### config.mk
export PLATFORM = sky130hd
export DESIGN_NAME = gfx_demo
export DESIGN_NICKNAME = d
export VERILOG_FILES = /design/src/source/gfx_pkg.sv /design/src/source/fb_bank.sv /design/src/source/gfx_demo.sv /design/src/source/gfx_test_pattern.sv /design/src/source/vga_scanout.sv
export VERILOG_INCLUDE_DIRS = /design/src /design/src/source
export SDC_FILE = /design/constraint.sdc
export NUM_CORES = 2
export LEC_CHECK = 0
export BUFFER_PORTS_ARGS = -buffer_cell sky130_fd_sc_hd__buf_2
export CAP_MARGIN = 40
export CORE_ASPECT_RATIO = 0.7
export CORE_MARGIN = 2
export CORE_UTILIZATION = 35
export CTS_BUF_LIST = sky130_fd_sc_hd__clkbuf_4
export DETAILED_ROUTE_END_ITERATION = 6
export GPL_TIMING_DRIVEN = 0
export SYNTH_ARGS = -nofsm -noshare
export SYNTH_HDL_FRONTEND = slang
export SYNTH_HIERARCHICAL = 1
export SYNTH_SLANG_ARGS = --single-unit
### constraint.sdc
create_clock -name clk -period 8.6 [get_ports clk]
set_clock_uncertainty 0.05 [all_clocks]
set_input_delay 1.72 -clock clk [delete_from_list [all_inputs] [get_ports clk]]
set_output_delay 1.72 -clock clk [all_outputs]
set_load 0.02 [all_outputs]
### src/source/gfx_settings.svh
`ifndef GFX_SETTINGS_SVH
`define GFX_SETTINGS_SVH

// tiny video mode so that simulation covers whole frames

// horizontal timing in clk cycles
`define GFX_H_VISIBLE 16
`define GFX_H_FRONT 2
`define GFX_H_SYNC 3
`define GFX_H_BACK 3

// vertical timing in lines
`define GFX_V_VISIBLE 8
`define GFX_V_FRONT 1
`define GFX_V_SYNC 2
`define GFX_V_BACK 1

// bits per color channel
`define GFX_COLOR_BITS 4

// framebuffer coordinate widths
`define GFX_X_BITS 4
`define GFX_Y_BITS 3

// cycles between the first finished frame and the start of scan-out
`define GFX_START_DELAY 8

`endif

### src/source/gfx_pkg.sv
`include "gfx_settings.svh"

package gfx_pkg;

  // one pixel, 4 bits per channel
  typedef struct packed {
    logic [`GFX_COLOR_BITS-1:0] red;
    logic [`GFX_COLOR_BITS-1:0] grn;
    logic [`GFX_COLOR_BITS-1:0] blu;
  } rgb_t;

  // one pixel write from the generator
  // y is the full frame row, its lsb selects the bank
  typedef struct packed {
    logic [`GFX_X_BITS-1:0] x;
    logic [`GFX_Y_BITS-1:0] y;
    rgb_t                   color;
  } fb_write_t;

  // one read request into a bank
  // row is the row index within that bank (frame row / 2)
  typedef struct packed {
    logic [`GFX_X_BITS-1:0]   x;
    logic [`GFX_Y_BITS-2:0]   row;
  } fb_read_t;

  // scan-out waits for a complete frame before it starts
  typedef enum logic [0:0] {
    SCAN_WAIT,
    SCAN_RUN
  } scan_state_t;

endpackage

### src/source/fb_bank.sv
`timescale 1ns/10ps

`include "gfx_settings.svh"

module fb_bank #(
  parameter int BANK = 0
) (
  input  logic                clk,
  input  logic                rst_n,

  // pixel writes from the generator, shared by both banks
  input  gfx_pkg::fb_write_t  wr,
  input  logic                wr_valid,
  output logic                wr_ready,

  // reads from scan-out, data comes back one cycle later
  input  gfx_pkg::fb_read_t   rd,
  input  logic                rd_en,
  output gfx_pkg::rgb_t       rd_data
);
  localparam int X_DEPTH   = 1 << `GFX_X_BITS;
  localparam int ROW_DEPTH = 1 << (`GFX_Y_BITS - 1);
  localparam logic PARITY  = 1'(BANK);

  gfx_pkg::rgb_t mem [0:X_DEPTH-1][0:ROW_DEPTH-1];

  logic wr_hit;

  // one access per cycle, a read wins over a write
  assign wr_ready = !rd_en;

  // only rows of this bank's parity land here
  assign wr_hit = wr_valid && wr_ready && (wr.y[0] == PARITY);

  always_ff @(posedge clk) begin
    if (wr_hit) begin
      mem[wr.x][wr.y[`GFX_Y_BITS-1:1]] <= wr.color;
    end
  end

  // registered read port
  always_ff @(posedge clk or negedge rst_n) begin
    if (!rst_n) begin
      rd_data <= '0;
    end else if (rd_en) begin
      rd_data <= mem[rd.x][rd.row];
    end
  end

endmodule

### src/source/gfx_demo.sv
`timescale 1ns/10ps

`include "gfx_settings.svh"

module gfx_demo (
  input  logic                        clk,
  input  logic                        rst_n,

  output logic [`GFX_COLOR_BITS-1:0]  vga_red,
  output logic [`GFX_COLOR_BITS-1:0]  vga_grn,
  output logic [`GFX_COLOR_BITS-1:0]  vga_blu,
  output logic                        vga_hsync,
  output logic                        vga_vsync
);
  // generator to banks
  gfx_pkg::fb_write_t wr;
  logic               wr_valid;
  logic               wr_ready0;
  logic               wr_ready1;
  logic               frame_done;

  // scan-out to banks
  gfx_pkg::fb_read_t  rd;
  logic               rd_en0;
  logic               rd_en1;
  gfx_pkg::rgb_t      rd_data0;
  gfx_pkg::rgb_t      rd_data1;

  gfx_test_pattern u_gfx_test_pattern (
    .clk        (clk),
    .rst_n      (rst_n),
    .wr         (wr),
    .wr_valid   (wr_valid),
    .wr_ready0  (wr_ready0),
    .wr_ready1  (wr_ready1),
    .frame_done (frame_done)
  );

  // even rows
  fb_bank #(
    .BANK (0)
  ) u_fb_bank0 (
    .clk      (clk),
    .rst_n    (rst_n),
    .wr       (wr),
    .wr_valid (wr_valid),
    .wr_ready (wr_ready0),
    .rd       (rd),
    .rd_en    (rd_en0),
    .rd_data  (rd_data0)
  );

  // odd rows
  fb_bank #(
    .BANK (1)
  ) u_fb_bank1 (
    .clk      (clk),
    .rst_n    (rst_n),
    .wr       (wr),
    .wr_valid (wr_valid),
    .wr_ready (wr_ready1),
    .rd       (rd),
    .rd_en    (rd_en1),
    .rd_data  (rd_data1)
  );

  vga_scanout u_vga_scanout (
    .clk        (clk),
    .rst_n      (rst_n),
    .frame_done (frame_done),
    .rd         (rd),
    .rd_en0     (rd_en0),
    .rd_en1     (rd_en1),
    .rd_data0   (rd_data0),
    .rd_data1   (rd_data1),
    .vga_red    (vga_red),
    .vga_grn    (vga_grn),
    .vga_blu    (vga_blu),
    .vga_hsync  (vga_hsync),
    .vga_vsync  (vga_vsync)
  );

endmodule

### src/source/gfx_test_pattern.sv
`timescale 1ns/10ps

`include "gfx_settings.svh"

module gfx_test_pattern (
  input  logic                clk,
  input  logic                rst_n,

  output gfx_pkg::fb_write_t  wr,
  output logic                wr_valid,
  input  logic                wr_ready0,
  input  logic                wr_ready1,

  output logic                frame_done
);
  localparam int X_BITS     = `GFX_X_BITS;
  localparam int Y_BITS     = `GFX_Y_BITS;
  localparam int COLOR_BITS = `GFX_COLOR_BITS;

  localparam logic [X_BITS-1:0] X_LAST = X_BITS'(`GFX_H_VISIBLE - 1);
  localparam logic [Y_BITS-1:0] Y_LAST = Y_BITS'(`GFX_V_VISIBLE - 1);

  logic [X_BITS-1:0]     x;
  logic [Y_BITS-1:0]     y;
  logic [COLOR_BITS-1:0] frame;
  logic                  wr_ready;
  logic                  accept;
  logic                  last_pixel;

  // the bank that owns this row decides the handshake
  assign wr_ready   = y[0] ? wr_ready1 : wr_ready0;
  assign accept     = wr_valid && wr_ready;
  assign last_pixel = (x == X_LAST) && (y == Y_LAST);

  // x, y and frame only move on accept, so wr holds under back-pressure
  assign wr.x         = x;
  assign wr.y         = y;
  assign wr.color.red = COLOR_BITS'(x);
  assign wr.color.grn = COLOR_BITS'(y) + frame;
  assign wr.color.blu = COLOR_BITS'(x) ^ frame;

  assign frame_done = accept && last_pixel;

  // offer pixels from the first cycle after reset on
  always_ff @(posedge clk or negedge rst_n) begin
    if (!rst_n) begin
      wr_valid <= 1'b0;
    end else begin
      wr_valid <= 1'b1;
    end
  end

  // raster walk, one step per accepted write
  always_ff @(posedge clk or negedge rst_n) begin
    if (!rst_n) begin
      x     <= '0;
      y     <= '0;
      frame <= '0;
    end else if (accept) begin
      if (x == X_LAST) begin
        x <= '0;
        if (y == Y_LAST) begin
          y     <= '0;
          frame <= frame + 1'b1;
        end else begin
          y <= y + 1'b1;
        end
      end else begin
        x <= x + 1'b1;
      end
    end
  end

endmodule

### src/source/vga_scanout.sv
`timescale 1ns/10ps

`include "gfx_settings.svh"

module vga_scanout (
  input  logic                        clk,
  input  logic                        rst_n,

  // pulse from the generator at the end of each drawn frame
  input  logic                        frame_done,

  // read requests to both banks, one shared address
  output gfx_pkg::fb_read_t           rd,
  output logic                        rd_en0,
  output logic                        rd_en1,
  input  gfx_pkg::rgb_t               rd_data0,
  input  gfx_pkg::rgb_t               rd_data1,

  output logic [`GFX_COLOR_BITS-1:0]  vga_red,
  output logic [`GFX_COLOR_BITS-1:0]  vga_grn,
  output logic [`GFX_COLOR_BITS-1:0]  vga_blu,
  output logic                        vga_hsync,
  output logic                        vga_vsync
);
  localparam int X_BITS = `GFX_X_BITS;
  localparam int Y_BITS = `GFX_Y_BITS;

  localparam int H_TOTAL = `GFX_H_VISIBLE + `GFX_H_FRONT + `GFX_H_SYNC + `GFX_H_BACK;
  localparam int V_TOTAL = `GFX_V_VISIBLE + `GFX_V_FRONT + `GFX_V_SYNC + `GFX_V_BACK;
  localparam int H_BITS  = $clog2(H_TOTAL);
  localparam int V_BITS  = $clog2(V_TOTAL);

  localparam logic [H_BITS-1:0] H_LAST = H_BITS'(H_TOTAL - 1);
  localparam logic [H_BITS-1:0] H_VIS  = H_BITS'(`GFX_H_VISIBLE);
  localparam logic [H_BITS-1:0] H_SYNC_BEG = H_BITS'(`GFX_H_VISIBLE + `GFX_H_FRONT);
  localparam logic [H_BITS-1:0] H_SYNC_END =
    H_BITS'(`GFX_H_VISIBLE + `GFX_H_FRONT + `GFX_H_SYNC);

  localparam logic [V_BITS-1:0] V_LAST = V_BITS'(V_TOTAL - 1);
  localparam logic [V_BITS-1:0] V_VIS  = V_BITS'(`GFX_V_VISIBLE);
  localparam logic [V_BITS-1:0] V_SYNC_BEG = V_BITS'(`GFX_V_VISIBLE + `GFX_V_FRONT);
  localparam logic [V_BITS-1:0] V_SYNC_END =
    V_BITS'(`GFX_V_VISIBLE + `GFX_V_FRONT + `GFX_V_SYNC);

  localparam int START_BITS = $clog2(`GFX_START_DELAY);
  localparam logic [START_BITS-1:0] START_LAST = START_BITS'(`GFX_START_DELAY - 1);

  gfx_pkg::scan_state_t  state;
  logic                  armed;
  logic [START_BITS-1:0] start_cnt;
  logic                  run;

  logic [H_BITS-1:0]     h;
  logic [V_BITS-1:0]     v;

  logic                  visible;
  logic                  hsync_n;
  logic                  vsync_n;

  logic                  vis_q;
  logic                  odd_q;
  logic                  hsync_q;
  logic                  vsync_q;
  gfx_pkg::rgb_t         pix;

  // start enable, counts a few cycles once the first frame is complete
  always_ff @(posedge clk or negedge rst_n) begin
    if (!rst_n) begin
      state     <= gfx_pkg::SCAN_WAIT;
      armed     <= 1'b0;
      start_cnt <= '0;
    end else if (state == gfx_pkg::SCAN_WAIT) begin
      if (frame_done) begin
        armed <= 1'b1;
      end
      if (armed) begin
        start_cnt <= start_cnt + 1'b1;
        if (start_cnt == START_LAST) begin
          state <= gfx_pkg::SCAN_RUN;
        end
      end
    end
  end

  assign run = (state == gfx_pkg::SCAN_RUN);

  // position counters, held at 0,0 until running
  always_ff @(posedge clk or negedge rst_n) begin
    if (!rst_n) begin
      h <= '0;
      v <= '0;
    end else if (run) begin
      if (h == H_LAST) begin
        h <= '0;
        v <= (v == V_LAST) ? '0 : v + 1'b1;
      end else begin
        h <= h + 1'b1;
      end
    end
  end

  assign visible = run && (h < H_VIS) && (v < V_VIS);
  assign hsync_n = !(run && (h >= H_SYNC_BEG) && (h < H_SYNC_END));
  assign vsync_n = !(run && (v >= V_SYNC_BEG) && (v < V_SYNC_END));

  // only the bank holding this row is read
  assign rd.x   = h[X_BITS-1:0];
  assign rd.row = v[Y_BITS-1:1];
  assign rd_en0 = visible && !v[0];
  assign rd_en1 = visible && v[0];

  // align control with the read latency of the banks
  always_ff @(posedge clk or negedge rst_n) begin
    if (!rst_n) begin
      vis_q   <= 1'b0;
      odd_q   <= 1'b0;
      hsync_q <= 1'b1;
      vsync_q <= 1'b1;
    end else begin
      vis_q   <= visible;
      odd_q   <= v[0];
      hsync_q <= hsync_n;
      vsync_q <= vsync_n;
    end
  end

  // merge the two banks into one stream, black outside the visible area
  assign pix = odd_q ? rd_data1 : rd_data0;

  assign vga_red   = vis_q ? pix.red : '0;
  assign vga_grn   = vis_q ? pix.grn : '0;
  assign vga_blu   = vis_q ? pix.blu : '0;
  assign vga_hsync = hsync_q;
  assign vga_vsync = vsync_q;

endmodule

==> impl_results.md <==
* CTS Buf Count at 380
* Setup CP Type: flip-flop to primary output
* Post-CTS resize count at 0
* H-tree depth at 5
* CTS max path bufs at 4
* Tmin final at 4.58 ns
* Register area at 47500 um2
* Post-synthesis cell area at 62000 um2
* Total track usage at 17.4%
* Initial core utilization at 35.2%
* Post-layout util at 40.8%
* Yosys warns at 6
* Row count at 129
* Hold Path Class: primary input to asynchronous set/reset pin
* Total Wirelength at 158 mm
* Post-synth EDFFs at 1536
* Max incr delay on CP at 0.52 ns
* Vias in the first global route at 32500
* Ports at 16
* Power Density at 239 nW/um2
* GRT overflow at 0
* Accumulated negative setup slack at 0 ns
* Register area share after synthesis at 76.5%
* RSZ-0062 raised after global routing: false
* IO buf count at 15
* Worst vdd ir at 0.000218 V
* Setup crit start kind: flip-flop
* Fin crit share at 53.2%
* Vias per std cell at 5.34
* Post-CTS Hold Buffers at 0
* Vias at 32300
* First-pass GRT wire length at 229 mm
* Remaining antenna violation count at 0
* Layout area overhead at 16.0%
* Root Driver: clkbuf_4
* Die Height at 356 um
* Die area at 181000 um2
* DIE WIDTH at 507 um
* Drt wl/cell at 26.1 um
* CTS tree: yes
* Yosys reg bits at 1590
* Crit path arrival time at 2.81 ns
* Post-DP HPWL at 108 mm
* Clock slew at reported path FFs at 0.07 ns
* Worst-Margin Slew at 1.15 ns
* # nets final at 3448
* Crit-path slowest cell: nor2b_1
* Filler cells at 15500
* Final setup viols at 0
* Req. time, crit path at 6.83 ns
* Top_reg_cell synth: edfxtp_1
* Count of pins over their slew limit at 0
* CP cell instances: buf_4 > mux2i_1 > nor2b_1 > buf_2
* Reg-to-reg setup timing slack at 4.57 ns
* Post-CTS Setup Inserts at 0
* 1st-pass router iterations at 5
* Fin Hold WS at 0.432 ns
* Mean Syn Cell Area at 21.7 um2
* Clock net sink count at 1590
* Synth Instances at 2855
* Run status: finished, final reports clean
* CORE AREA at 176000 um2
* Max Freq at 218 MHz
* Net Count, Synth at 2871
* CP Max Fanout at 10
* Iter 0 DRT Violations at 4357
* Lkg Pwr at 22.7 nW
* Setup crit end kind: primary output
* Area taken by multi-input logic gates at 13700 um2
* MaxCap Viol Count at 0
* Fraction of registers with async set/reset at 3.40%
* Routability cong. at 0.888
* Layout cells sized above 1 at 37.4%
* Pwr Total at 17.2 mW
* Pin count of the biggest net entering global routing at 78
* Initial antenna violation count at 7
* Clock Latency Late Sink at 1.25 ns
* Hold Vio Cnt, Final at 0
* Residual DRC at 0
* Rel. slew slack at 23.5%
* Netlist cell types at 57
[cells in the mapped netlist, types with 3 or more instances]
master / instances / share of area [%]
mux2_4: 9 / 0.22
edfxtp_1: 1536 / 74
buf_4: 35 / 0.42
xor2_1: 8 / 0.11
clkbuf_1: 52 / 0.31
nor2b_1: 26 / 0.26
xnor2_1: 4 / 0.056
a221oi_2: 17 / 0.41
inv_1: 7 / 0.042
mux2_2: 93 / 1.7
o22ai_1: 48 / 0.48
o21ai_0: 7 / 0.056
nand3_1: 20 / 0.16
ha_1: 13 / 0.26
a22oi_1: 24 / 0.29
or3_1: 3 / 0.030
mux2i_1: 109 / 1.8
o221ai_1: 24 / 0.34
mux4_2: 360 / 13
buf_2: 59 / 0.48
nand2_1: 33 / 0.20
buf_6: 18 / 0.33
a21o_1: 5 / 0.061
nand2b_1: 11 / 0.11
nor2_1: 160 / 0.97
a21oi_1: 26 / 0.21
dfrtp_1: 52 / 2.1
a221oi_1: 31 / 0.44
o21ai_1: 22 / 0.18
nand4_1: 3 / 0.030
nor3_1: 3 / 0.024
[sequential cells by signal (all words and copies together) (netlist names)]
signal and flops:
u_fb_bank0/mem 768, u_fb_bank1/rd_data 12, u_vga_scanout/v 4, u_gfx_test_pattern/x 4
u_fb_bank0/rd_data 12, u_vga_scanout/odd_q 1, u_vga_scanout/run 1, u_vga_scanout/armed 1
u_vga_scanout/start_cnt 3, u_gfx_test_pattern/frame 4, u_vga_scanout/h 5, u_vga_scanout/vga_vsync 1
u_fb_bank1/mem 768, u_vga_scanout/vis_q 1, u_gfx_test_pattern/y 3, u_gfx_test_pattern/wr_valid 1
u_vga_scanout/vga_hsync 1
[critical path: cells and delay by family (launching register included)]
kind	cells	cell delay, ns
flip-flops	1	0.42
buffers and inverters	2	0.50
multiplexers	1	0.14
AND/OR/NAND/NOR	1	0.52
[logic make-up after synthesis]
group / synth area share, %
AO/OA/AOI/OAI: 2.54
XOR/XNOR: 0.169
adder cells (fa/ha/maj): 0.294
buffers and inverters: 1.59
flip-flops: 76.5
multiplexers: 16.8
other: 0.00604
AND/OR/NAND/NOR: 2.11
[per-layer routing]
layer	up-vias	wire length [um]	global-route usage, %
met3	226	19000	6.27
li1	13400	-	-
met4	4	2970	5.52
met5	-	179	0.643
met2	1644	63400	22.3
met1	17100	72700	27.0
[stage by stage]
stage,cell area [um2],instances,setup WS [ns]
after floorplan,62000,2855,2.45
after global placement,65100,5228,-7.12
after detailed placement,67400,5406,4.68
after CTS,72000,6051,3.77
after global routing,72000,6056,3.91
final,72000,6057,4.02
[where the power goes]
group	internal (mW)	switching, mW	leakage (nW)
Sequential	9.37	0.166	14.6
Clock	3.04	2.93	2.76
Combinational	0.480	1.24	5.32
Total	12.9	4.34	22.7
[layout by cell type (no fill, tap or decap), drive strengths merged, types with 4 or more instances in the layout]
cell,count
a21o,5
a21oi,26
a221oi,48
a22oi,24
buf,307
bufinv,4
clkbuf,602
clkinv,86
dfrtp,52
diode,4
edfxtp,1536
ha,13
inv,11
mux2,104
mux2i,109
mux4,360
nand2,33
nand2b,11
nand3,22
nand4,4
nor2,162
nor2b,27
o21ai,29
o221ai,24
o22ai,48
xnor2,4
xor2,8
[final timing paths]
check | from | to | cells after the start
hold reg to reg | u_vga_scanout/start_cnt[0]$_DFFE_PN0P_ | u_vga_scanout/start_cnt[0]$_DFFE_PN0P_ | 1
setup / recovery | u_vga_scanout/odd_q$_DFF_PN0_ | vga_red[1] | 4
min in group clk | u_vga_scanout/start_cnt[0]$_DFFE_PN0P_ | u_vga_scanout/start_cnt[0]$_DFFE_PN0P_ | 1
setup reg to reg | u_gfx_test_pattern/x[1]$_DFFE_PN0N_ | u_fb_bank1/mem[14][18]$_DFFE_PP_ | 7
hold / removal | rst_n | u_fb_bank0/rd_data[4]$_DFFE_PN0P_ | 1
max in group asynchronous | rst_n | u_vga_scanout/vga_vsync$_DFF_PN1_ | 2
[cell type report]
class / instances / area share [%]
Antenna cell: 4 / 0.0139
Buffer: 164 / 1.33
Clock buffer: 550 / 5.74
Clock inverter: 95 / 0.671
Inverter: 8 / 0.0417
Multi-Input combinational cell: 1093 / 19.0
Sequential cell: 1590 / 66.0
Tap cell: 2358 / 4.10
Timing Repair Buffer: 195 / 3.09
Power figures use the tool's default switching activity.
